<file path="src/common/cm_pkg.sv">
// shared widths, typedefs, register offsets, byte counts and the control state enum
`default_nettype none

package cm_pkg;

    localparam int SYS_AW = 32;              // system and memory address width
    localparam int REG_DW = 32;              // register data width
    localparam int DWIDTH = 8;               // operand element width, set by the byte-wide memory
    localparam int RES_W  = 2*DWIDTH + 2;    // width of xr or yr

    typedef logic [SYS_AW-1:0] addr_t;       // memory address
    typedef logic [REG_DW-1:0] reg_t;        // register word
    typedef logic [DWIDTH-1:0] byte_t;       // memory byte or operand element
    typedef logic [RES_W-1:0]  res_t;        // one result component
    typedef logic [REG_DW-1:0] opcnt_t;      // operation index or count
    typedef logic [2:0]        bcnt_t;       // byte index inside a phase

    localparam int OP_BYTES   = 4;           // x1 y1 x2 y2
    localparam int RES_BYTES  = 6;           // yr then xr, three bytes each
    localparam int OP_STRIDE  = 2;           // operand pointer step per operation
    localparam int RES_STRIDE = 6;           // result pointer step per operation

    // register offsets from the register file base
    localparam addr_t OFF_OP1   = addr_t'(0);
    localparam addr_t OFF_OP2   = addr_t'(1);
    localparam addr_t OFF_RES   = addr_t'(2);
    localparam addr_t OFF_NOP   = addr_t'(3);
    localparam addr_t OFF_START = addr_t'(4);
    localparam addr_t OFF_STS   = addr_t'(5);

    typedef enum logic [1:0] {
        IDLE,                                // waiting for start
        RD_OPS,                              // fetching four operand bytes
        WORK,                                // multiplier busy
        WR_RES                               // storing six result bytes
    } ctrl_state_t;

endpackage

`default_nettype wire

</file>
<file path="src/cmult/cm_mult_core.sv">
// cm_mult_core: two-stage pipelined signed complex multiplier with valid/ready handshake
`timescale 1ns/100ps
`default_nettype none

module cm_mult_core (
    input  wire                         clk,
    input  wire                         rst_n,
    input  wire                         op_val,
    output logic                        op_rdy,
    input  wire  cm_pkg::byte_t [3:0]   op_data,    // {x1, y1, x2, y2}
    output logic                        res_val,
    input  wire                         res_rdy,
    output cm_pkg::res_t                xr,         // x1*x2 - y1*y2
    output cm_pkg::res_t                yr          // x1*y2 + y1*x2
);
    import cm_pkg::*;

    logic                        adv;               // whole pipeline moves
    logic                        s1_val;            // products valid
    logic signed [2*DWIDTH-1:0]  p_x1x2, p_y1y2, p_x1y2, p_y1x2;
    logic signed [RES_W-1:0]     xr_q, yr_q;

    assign adv    = ~(res_val & ~res_rdy);          // freeze while the result waits
    assign op_rdy = adv;

    always_ff @(posedge clk or negedge rst_n) begin
        if (!rst_n) begin
            s1_val  <= 1'b0;
            res_val <= 1'b0;
        end else if (adv) begin
            s1_val  <= op_val;
            res_val <= s1_val;
        end
    end

    always_ff @(posedge clk) begin
        if (adv) begin
            // stage 1
            p_x1x2 <= $signed(op_data[3]) * $signed(op_data[1]);
            p_y1y2 <= $signed(op_data[2]) * $signed(op_data[0]);
            p_x1y2 <= $signed(op_data[3]) * $signed(op_data[0]);
            p_y1x2 <= $signed(op_data[2]) * $signed(op_data[1]);
            // stage 2 sums are sign-extended to RES_W
            xr_q   <= p_x1x2 - p_y1y2;
            yr_q   <= p_x1y2 + p_y1x2;
        end
    end

    assign xr = xr_q;
    assign yr = yr_q;

endmodule

`default_nettype wire

</file>
<file path="src/logic/cm_ctrl_fsm.sv">
// cm_ctrl_fsm: control state machine for operand read, multiply and result write
`timescale 1ns/100ps
`default_nettype none

module cm_ctrl_fsm (
    input  wire                  clk,
    input  wire                  rst_n,
    input  wire                  start,         // run requested
    input  wire                  rd_done,       // last operand byte read
    input  wire                  res_val,       // multiplier result ready
    input  wire                  next_op,       // more operations left
    input  wire                  finish,        // run complete
    output cm_pkg::ctrl_state_t  state
);
    import cm_pkg::*;

    ctrl_state_t state_nxt;

    always_comb begin
        state_nxt = state;
        case (state)
            IDLE:
                if (start)
                    state_nxt = RD_OPS;
            RD_OPS:
                if (rd_done)
                    state_nxt = WORK;
            WORK:
                if (res_val)
                    state_nxt = WR_RES;
            default: begin                       // WR_RES
                if (finish)
                    state_nxt = IDLE;
                else if (next_op)
                    state_nxt = RD_OPS;
            end
        endcase
    end

    always_ff @(posedge clk or negedge rst_n) begin
        if (!rst_n)
            state <= IDLE;
        else
            state <= state_nxt;
    end

    a_state_known: assert property (@(posedge clk) disable iff (!rst_n) !$isunknown(state));

endmodule

`default_nettype wire

</file>
<file path="src/logic/cm_mem_port.sv">
// memory address and strobe generation, operand gathering, result serializing
`timescale 1ns/100ps
`default_nettype none

module cm_mem_port (
    input  wire                         clk,
    input  wire                         rst_n,
    input  wire  cm_pkg::ctrl_state_t   state,
    input  wire                         start,
    input  wire  cm_pkg::bcnt_t         byte_cnt,
    input  wire                         rd_done,
    input  wire                         wr_done,
    input  wire                         next_op,
    input  wire                         res_val,
    input  wire  cm_pkg::addr_t         op1_addr,
    input  wire  cm_pkg::addr_t         op2_addr,
    input  wire  cm_pkg::addr_t         res_addr,
    input  wire  cm_pkg::res_t          xr,
    input  wire  cm_pkg::res_t          yr,
    input  wire                         op_rdy,
    output logic                        op_val,
    output cm_pkg::byte_t [3:0]         op_data,    // {x1, y1, x2, y2}
    output logic                        res_rdy,
    output logic                        mem_ce,
    output logic                        mem_we,
    output cm_pkg::addr_t               mem_addr,
    output cm_pkg::byte_t               mem_wr_data,
    input  wire  cm_pkg::byte_t         mem_rd_data
);
    import cm_pkg::*;

    localparam int EXT_W = (RES_BYTES / 2) * DWIDTH;    // sign-extended component width

    logic                         set_ce, set_we, set_rdy;
    logic                         rd_pend;              // read data arrives this cycle
    byte_t                        x1_q, y1_q, x2_q;
    logic [EXT_W-1:0]             xr_ext, yr_ext;
    logic [RES_BYTES*DWIDTH-1:0]  res_bytes;

    assign set_ce  = ((state == IDLE)   & start)    |  // IDLE -> RD_OPS
                     ((state == WORK)   & res_val)  |  // WORK -> WR_RES
                     ((state == WR_RES) & next_op);    // WR_RES -> RD_OPS
    assign set_we  = (state == WORK) & res_val;
    assign set_rdy = (state == WR_RES) && (byte_cnt == bcnt_t'(RES_BYTES - 2));

    always_ff @(posedge clk or negedge rst_n) begin
        if (!rst_n) begin
            mem_ce  <= 1'b0;
            mem_we  <= 1'b0;
            rd_pend <= 1'b0;
            op_val  <= 1'b0;
            res_rdy <= 1'b0;
        end else begin
            if (set_ce)
                mem_ce <= 1'b1;
            else if (rd_done || wr_done)
                mem_ce <= 1'b0;
            if (set_we)
                mem_we <= 1'b1;
            else if (wr_done)
                mem_we <= 1'b0;
            rd_pend <= mem_ce & ~mem_we;
            if (rd_done)
                op_val <= 1'b1;                         // y2 is on the bus next cycle
            else if (op_rdy)
                op_val <= 1'b0;
            if (set_rdy)
                res_rdy <= 1'b1;                        // release result on the last write
            else if (wr_done)
                res_rdy <= 1'b0;
        end
    end

    // operand pairs are little-endian x then y
    always_comb begin
        if (state == RD_OPS) begin
            if (byte_cnt < bcnt_t'(OP_BYTES / 2))
                mem_addr = op1_addr + addr_t'(byte_cnt);
            else
                mem_addr = op2_addr + addr_t'(byte_cnt) - addr_t'(OP_BYTES / 2);
        end else begin
            mem_addr = res_addr + addr_t'(byte_cnt);
        end
    end

    // byte_cnt is one ahead of the returning data
    always_ff @(posedge clk) begin
        if (rd_pend) begin
            case (byte_cnt)
                3'd1:    x1_q <= mem_rd_data;
                3'd2:    y1_q <= mem_rd_data;
                3'd3:    x2_q <= mem_rd_data;
                default: ;
            endcase
        end
    end

    assign op_data = {x1_q, y1_q, x2_q, mem_rd_data};     // y2 taken straight off the bus

    assign yr_ext      = {{(EXT_W-RES_W){yr[RES_W-1]}}, yr};
    assign xr_ext      = {{(EXT_W-RES_W){xr[RES_W-1]}}, xr};
    assign res_bytes   = {xr_ext, yr_ext};                // yr in the low three bytes
    assign mem_wr_data = res_bytes[byte_cnt*DWIDTH +: DWIDTH];

    a_we_with_ce:  assert property (@(posedge clk) disable iff (!rst_n) mem_we |-> mem_ce);
    a_op_val_held: assert property (@(posedge clk) disable iff (!rst_n)
        op_val && !op_rdy |=> op_val && $stable(op_data));

endmodule

`default_nettype wire

</file>
<file path="src/logic/cm_regfile.sv">
// cm_regfile: config, start and status registers with the running operand and result pointers
`timescale 1ns/100ps
`default_nettype none

module cm_regfile #(
    parameter cm_pkg::addr_t RF_BADDR = '0       // register file base address
) (
    input  wire                   clk,
    input  wire                   rst_n,
    input  wire  cm_pkg::addr_t   rf_addr,       // register write address
    input  wire                   rf_wr,         // register write strobe
    input  wire  cm_pkg::reg_t    rf_cfg,        // register write data
    output cm_pkg::reg_t          rf_sts,        // status register
    output logic                  start,         // run requested / in progress
    output cm_pkg::opcnt_t        no_op,         // operations per run
    output cm_pkg::addr_t         op1_addr,      // operand 1 pointer
    output cm_pkg::addr_t         op2_addr,      // operand 2 pointer
    output cm_pkg::addr_t         res_addr,      // result pointer
    input  wire                   rd_done,       // operand bytes fetched
    input  wire                   wr_done,       // result bytes stored
    input  wire                   finish         // last operation stored
);
    import cm_pkg::*;

    logic sel_op1, sel_op2, sel_res, sel_nop, sel_start, sel_sts;
    logic done_q;                                // status bit 0

    assign sel_op1   = rf_wr & (rf_addr == RF_BADDR + OFF_OP1);
    assign sel_op2   = rf_wr & (rf_addr == RF_BADDR + OFF_OP2);
    assign sel_res   = rf_wr & (rf_addr == RF_BADDR + OFF_RES);
    assign sel_nop   = rf_wr & (rf_addr == RF_BADDR + OFF_NOP);
    assign sel_start = rf_wr & (rf_addr == RF_BADDR + OFF_START);
    assign sel_sts   = rf_wr & (rf_addr == RF_BADDR + OFF_STS);

    always_ff @(posedge clk or negedge rst_n) begin
        if (!rst_n) begin
            op1_addr <= '0;
            op2_addr <= '0;
            res_addr <= '0;
            no_op    <= '0;
        end else begin
            if (sel_op1)
                op1_addr <= addr_t'(rf_cfg);
            else if (rd_done)
                op1_addr <= op1_addr + addr_t'(OP_STRIDE);    // next x1/y1 pair
            if (sel_op2)
                op2_addr <= addr_t'(rf_cfg);
            else if (rd_done)
                op2_addr <= op2_addr + addr_t'(OP_STRIDE);    // next x2/y2 pair
            if (sel_res)
                res_addr <= addr_t'(rf_cfg);
            else if (wr_done)
                res_addr <= res_addr + addr_t'(RES_STRIDE);   // next 6-byte slot
            if (sel_nop)
                no_op <= opcnt_t'(rf_cfg);
        end
    end

    always_ff @(posedge clk or negedge rst_n) begin
        if (!rst_n) begin
            start  <= 1'b0;
            done_q <= 1'b0;
        end else begin
            if (finish)
                start <= 1'b0;                   // self-clearing at end of run
            else if (sel_start)
                start <= rf_cfg[0];
            if (sel_sts)
                done_q <= 1'b0;                  // software acknowledge
            else if (finish)
                done_q <= 1'b1;
        end
    end

    assign rf_sts = {{(REG_DW-1){1'b0}}, done_q};

    // the counters may only close a run that software started
    a_finish_in_run: assert property (@(posedge clk) disable iff (!rst_n) finish |-> start);

endmodule

`default_nettype wire

</file>
<file path="src/logic/cm_seq_counters.sv">
// cm_seq_counters: byte counter inside a phase and operation counter across the run
`timescale 1ns/100ps
`default_nettype none

module cm_seq_counters (
    input  wire                         clk,
    input  wire                         rst_n,
    input  wire  cm_pkg::ctrl_state_t   state,
    input  wire                         mem_ce,     // one count per memory access
    input  wire  cm_pkg::opcnt_t        no_op,      // operations in this run
    output cm_pkg::bcnt_t               byte_cnt,
    output logic                        rd_done,
    output logic                        wr_done,
    output logic                        next_op,
    output logic                        finish
);
    import cm_pkg::*;

    opcnt_t op_cnt;                                 // index of the current operation
    logic   last_op;

    assign rd_done = (state == RD_OPS) && (byte_cnt == bcnt_t'(OP_BYTES - 1));
    assign wr_done = (state == WR_RES) && (byte_cnt == bcnt_t'(RES_BYTES - 1));
    assign last_op = (op_cnt == no_op - opcnt_t'(1));   // no_op of zero is not supported
    assign next_op = wr_done & ~last_op;
    assign finish  = wr_done & last_op;

    always_ff @(posedge clk or negedge rst_n) begin
        if (!rst_n)
            byte_cnt <= '0;
        else if (rd_done || wr_done)
            byte_cnt <= '0;                         // phase boundary
        else if (mem_ce)
            byte_cnt <= byte_cnt + bcnt_t'(1);
    end

    always_ff @(posedge clk or negedge rst_n) begin
        if (!rst_n)
            op_cnt <= '0;
        else if (finish)
            op_cnt <= '0;                           // ready for the next run
        else if (next_op)
            op_cnt <= op_cnt + opcnt_t'(1);
    end

endmodule

`default_nettype wire

</file>
<file path="src/logic/cm_top.sv">
// cm_top: memory-driven complex multiplier, register file, sequencer, memory port and core
`timescale 1ns/100ps
`default_nettype none

module cm_top #(
    parameter cm_pkg::addr_t RF_BADDR = '0      // register file base address
) (
    input  wire                   clk,
    input  wire                   rst_n,
    input  wire  cm_pkg::addr_t   rf_addr,
    input  wire                   rf_wr,
    input  wire  cm_pkg::reg_t    rf_cfg,
    output cm_pkg::reg_t          rf_sts,
    output logic                  mem_ce,
    output logic                  mem_we,
    output cm_pkg::addr_t         mem_addr,
    output cm_pkg::byte_t         mem_wr_data,
    input  wire  cm_pkg::byte_t   mem_rd_data
);
    import cm_pkg::*;

    logic         start;
    opcnt_t       no_op;
    addr_t        op1_addr, op2_addr, res_addr;
    bcnt_t        byte_cnt;
    logic         rd_done, wr_done, next_op, finish;
    ctrl_state_t  state;
    logic         op_val, op_rdy, res_val, res_rdy;
    byte_t [3:0]  op_data;
    res_t         xr, yr;

    cm_regfile #(
        .RF_BADDR (RF_BADDR)
    ) i_regfile (
        .clk      (clk),
        .rst_n    (rst_n),
        .rf_addr  (rf_addr),
        .rf_wr    (rf_wr),
        .rf_cfg   (rf_cfg),
        .rf_sts   (rf_sts),
        .start    (start),
        .no_op    (no_op),
        .op1_addr (op1_addr),
        .op2_addr (op2_addr),
        .res_addr (res_addr),
        .rd_done  (rd_done),
        .wr_done  (wr_done),
        .finish   (finish)
    );

    cm_ctrl_fsm i_ctrl_fsm (
        .clk     (clk),
        .rst_n   (rst_n),
        .start   (start),
        .rd_done (rd_done),
        .res_val (res_val),
        .next_op (next_op),
        .finish  (finish),
        .state   (state)
    );

    cm_seq_counters i_seq_counters (
        .clk      (clk),
        .rst_n    (rst_n),
        .state    (state),
        .mem_ce   (mem_ce),
        .no_op    (no_op),
        .byte_cnt (byte_cnt),
        .rd_done  (rd_done),
        .wr_done  (wr_done),
        .next_op  (next_op),
        .finish   (finish)
    );

    cm_mem_port i_mem_port (
        .clk         (clk),
        .rst_n       (rst_n),
        .state       (state),
        .start       (start),
        .byte_cnt    (byte_cnt),
        .rd_done     (rd_done),
        .wr_done     (wr_done),
        .next_op     (next_op),
        .res_val     (res_val),
        .op1_addr    (op1_addr),
        .op2_addr    (op2_addr),
        .res_addr    (res_addr),
        .xr          (xr),
        .yr          (yr),
        .op_rdy      (op_rdy),
        .op_val      (op_val),
        .op_data     (op_data),
        .res_rdy     (res_rdy),
        .mem_ce      (mem_ce),
        .mem_we      (mem_we),
        .mem_addr    (mem_addr),
        .mem_wr_data (mem_wr_data),
        .mem_rd_data (mem_rd_data)
    );

    cm_mult_core i_mult_core (
        .clk     (clk),
        .rst_n   (rst_n),
        .op_val  (op_val),
        .op_rdy  (op_rdy),
        .op_data (op_data),
        .res_val (res_val),
        .res_rdy (res_rdy),
        .xr      (xr),
        .yr      (yr)
    );

endmodule

`default_nettype wire

</file>
<file path="config.mk">
export PLATFORM = sky130hd
export DESIGN_NAME = cm_top
export DESIGN_NICKNAME = d
export VERILOG_FILES = /design/src/common/cm_pkg.sv /design/src/cmult/cm_mult_core.sv /design/src/logic/cm_ctrl_fsm.sv /design/src/logic/cm_mem_port.sv /design/src/logic/cm_regfile.sv /design/src/logic/cm_seq_counters.sv /design/src/logic/cm_top.sv
export SDC_FILE = /design/constraint.sdc
export NUM_CORES = 2
export LEC_CHECK = 0
export ABC_AREA = 1
export BUFFER_PORTS_ARGS = -buffer_cell sky130_fd_sc_hd__buf_2
export CORE_ASPECT_RATIO = 0.9
export CORE_MARGIN = 2
export CORE_UTILIZATION = 45
export CTS_CLUSTER_DIAMETER = 120
export DETAILED_ROUTE_END_ITERATION = 12
export GPL_ROUTABILITY_DRIVEN = 0
export GPL_TIMING_DRIVEN = 0
export MAX_ROUTING_LAYER = met4
export SETUP_SLACK_MARGIN = 0.05
export SLEW_MARGIN = 20
export SYNTH_ARGS = -nofsm -noshare
export SYNTH_HDL_FRONTEND = slang
export SYNTH_SLANG_ARGS = --single-unit
</file>
<file path="constraint.sdc">
create_clock -name clk -period 14.26 [get_ports clk]
set_input_delay 2.852 -clock clk [delete_from_list [all_inputs] [get_ports clk]]
set_output_delay 2.852 -clock clk [all_outputs]
set_load 0.02 [all_outputs]
</file>
==> impl_metrics.yaml <==
outcome:
  status: "complete, no violations"
layout:
  final_cells: 5358
  num-fill-cells: 7120
  area.growth.synth_to_final_pct: 10.33
  num_antenna_cells: 0
  regArea_sq_um: 8018
  multi_input_area_sq_um: 19980
  final_nets: 4916
  layout-drive-gt1-share_pct: 6.383
placed_design:
  dp_cells: 5288
  dpl_worst_slack_ns: 5.581
  port_buffers: 117
  place_hpwl_microns: 79240
worst_setup_path:
  cp_num_buf_inv: 6
  crit_cells: 19
  path_cells: "buf_2 > clkbuf_1 > clkbuf_1 > nand2_1 > fa_1 > inv_1 > fa_1 > fa_1 > inv_1 > fa_1 > inv_1 > ha_1 > a21oi_1 > o21ai_0 > a21oi_1 > o21ai_0 > a21o_1 > a21oi_1 > xor2_1"
  crit_top_cell: "fa_1"
  endpoint_kind: "register"
  worstSetupStartpointType: "primary input"
  critPathArrivalTime_ns: 8.47
  critPathMaxStageDelay_ns: 0.63
  worstPathMaxFanout: 10
  setup.worst_path.class: "primary input to register"
  cp_slowest_cell: "clkbuf_1"
  r2r_cells: 18
  cp.required_ns: 14.59
  path_delay_family: "adder cells"
clock_network:
  clock_latency_ns: 0.59
  cts.sinks: 296
  post-cts-setup-buffers: 0
  clkTransAtPathRegs_ns: 0.06
  cts_buffers: 38
  postCtsHoldBufs: 0
  ctsRootBufferMaster: "clkbuf_16"
  h-tree-depth: 2
  cts_tree: "built"
  cts.repair.resized: 0
  cts_buffer_depth: 3
pwr:
  p_per_area_nw_per_um2: 80.13
  power.net_switching_uw: 922.9
  pwr-share-comb_pct: 26.5
  leakage_uw: 0.01795
  netSwitchingFraction_pct: 32.84
  p_int_uw: 1887
  seqPwrFrac_pct: 37.4
  ir_drop_uv: 75.00
  finalPower_uw: 2810
  clkPwrFrac_pct: 36.2
route:
  routed_wl_microns: 97440
  drt-initial-drc-count: 2644
  avgViaCountPerCell: 5.208
  ant_nets: 0
  via_count: 27910
  drtPass1Iterations: 9
  drc_errors: 0
  wire_per_inst_microns: 18.19
timing:
  period_needed_ns: 8.143
  holdWs_ns: 0.4647
  hold_viol: 0
  final_max_slew_viol_count: 0
  worst_pin_slew_ns: 1.103
  setup_slack_ns: 6.117
  setup_viol: 0
  clock_skew_ns: 0.03612
  tns_ns: 0
  rsz0062_at_grt: "no"
  fmaxAchievable_ghz: 0.1228
  slew_headroom_pct: 26.16
  post-route-period-util_pct: 57.11
global_route:
  grt_usage_pct: 27.35
  antenna_found_initial: 0
  grt_pass1_vias: 26760
  overflow: 0
  grt_max_degree: 74
  grt_pass1_wl_microns: 150500
logic_synthesis:
  synth_ff_type: "dfrtp_1"
  synth-warning-count: 0
  yosys.area.top_type: "fa_1"
  ys_seq_elements: 296
  async_flop_share_pct: 58.78
  synth-edff-count: 122
  synth_area_sq_um: 31790
  syn_area_per_cell_sq_um: 7.572
  seq_area_frac_synth_pct: 25.22
  synth_cell_type_count: 58
  netlist.area_leader.share_pct: 14.17
  synthTopCellsByArea: "fa_1 14%, dfrtp_1 14%, edfxtp_1 12%, nand2_1 11%, inv_1 9.9%"
  synth_cells: 4198
hold_path:
  hold_class: "register to register"
  worstHoldPathCells: 2
die:
  die_area_sq_um: 72780
  dieHeight_microns: 256.1
  core_sq_um: 69990
  ios: 149
  start_util_pct: 45.42
  rows: 92
  fp.dieW_microns: 284.2
run:
  cap_violations: 0
==> area by class of cell <==
cell class                      count  area share (%)
Clock buffer                       47           2.865
Timing Repair Buffer              120           1.934
Inverter                          842           9.012
Tap cell                          940           3.354
Sequential cell                   296           22.86
Clock inverter                     23          0.8705
Multi-Input combinational cell   2929           56.97
Buffer                            161           2.133
==> through the flow <==
step | area [sq um] | utilization (%)
floorplan | 31900 | -
global placement | 33660 | 48.10
detailed placement | 33760 | 48.24
CTS | 35070 | 50.11
global route | 35070 | 50.11
finish | 35070 | 50.11
==> placed cells by master, fill, tap and decap left out, types with 10 or more instances in the layout <==
| cell type | n |
|---|---|
| a21o_1 | 15 |
| a21oi_1 | 157 |
| a31oi_1 | 14 |
| buf_2 | 117 |
| buf_4 | 33 |
| clkbuf_1 | 122 |
| clkbuf_16 | 38 |
| conb_1 | 31 |
| dfrtp_1 | 174 |
| edfxtp_1 | 122 |
| fa_1 | 225 |
| ha_1 | 228 |
| inv_1 | 837 |
| nand2_1 | 897 |
| nand3_1 | 261 |
| nand3b_1 | 19 |
| nand4_1 | 50 |
| nor2_1 | 292 |
| nor2_2 | 21 |
| nor3_1 | 73 |
| nor4_1 | 31 |
| o211ai_1 | 82 |
| o21ai_0 | 172 |
| o21bai_1 | 10 |
| or2_2 | 14 |
| xnor2_1 | 72 |
| xor2_1 | 195 |
==> worst reg2reg max path, delay by kind of cell (launching register included) <==
| kind | cells | cell delay [ns] |
|---|---|---|
| xor gates and xnor gates | 1 | 0.35 |
| DFF | 1 | 0.31 |
| buffers and inverters | 5 | 1.16 |
| adders and majority gates | 5 | 2.47 |
| and+or+nand+nor | 1 | 0.17 |
| AOI/OAI and AO/OA | 6 | 1.12 |
==> worst paths after layout <==
path                                                start                                  to  slack, ns
min                        i_mult_core.s1_val$_DFFE_PN0N_     i_mult_core.res_val$_DFFE_PN0N_       0.46
min reg2reg                i_mult_core.s1_val$_DFFE_PN0N_     i_mult_core.res_val$_DFFE_PN0N_       0.46
max reg2reg                  i_mem_port.y1_q[4]$_DFFE_PP_    i_mult_core.p_y1y2[15]$_DFFE_PN_       8.43
max                                        mem_rd_data[2]    i_mult_core.p_y1y2[15]$_DFFE_PN_       6.12
max in group asynchronous                           rst_n         i_regfile.start$_DFFE_PN0P_      11.00
min in group asynchronous                           rst_n  i_regfile.op2_addr[27]$_DFFE_PN0N_       2.16
==> cell usage after synthesis, types with 3 or more instances <==
library cell	count
nand2_1	898
inv_1	837
nor2_1	292
nand3_1	261
ha_1	228
fa_1	225
xor2_1	195
dfrtp_1	174
o21ai_0	172
a21oi_1	157
edfxtp_1	122
clkbuf_1	115
o211ai_1	82
nor3_1	73
xnor2_1	72
nand4_1	50
buf_4	33
nor4_1	31
nor2_2	21
nand3b_1	19
a21o_1	15
a31oi_1	14
or2_2	14
o21bai_1	10
buf_1	9
o21ai_1	9
a21boi_0	7
nor2_4	7
o2111ai_1	7
nand3_2	5
nor3_2	4
inv_2	3
o22ai_1	3
==> power by group through the flow <==
stage	Combinational (uW)	Sequential, uW	Clock (uW)
2_1_floorplan	541	1040	0
3_3_place_gp	739	1070	0
3_5_place_dp	748	1070	0
4_1_cts	752	1050	1040
5_1_grt	857	1050	1070
6_report	744	1050	1020
==> flip-flops by register name (all words and copies together) (netlist names), 16 cells and up <==
signal	count
i_mult_core.p_x1x2	16
i_mult_core.p_x1y2	16
i_mult_core.p_y1x2	16
i_mult_core.p_y1y2	16
i_mult_core.xr	17
i_mult_core.yr	17
i_regfile.no_op	32
i_regfile.op1_addr	32
i_regfile.op2_addr	32
i_regfile.res_addr	32
i_seq_counters.op_cnt	32
==> logic make-up (layout without fill, tap and decap cells) <==
group           count (synthesis)  count (layout)  synth area share (%)
xor+xnor                      267             267                 7.357
compound gates                488             488                 8.857
buf+inv                      1003            1193                 12.30
other cells                     1              31               0.01180
simple gates                 1690            1690                 23.11
fa+ha+maj                     453             453                 23.15
flops                         296             296                 25.22
==> routing by layer <==
metal	share of wire, %	vias to the layer above	track usage [%]
met1	42	13090	35.69
met2	45	1062	42.11
li1	-	13560	-
met5	0	-	-
met3	8.7	191	5.205
met4	4.3	0	10.50
No activity file was read; power rests on OpenSTA's default activity.
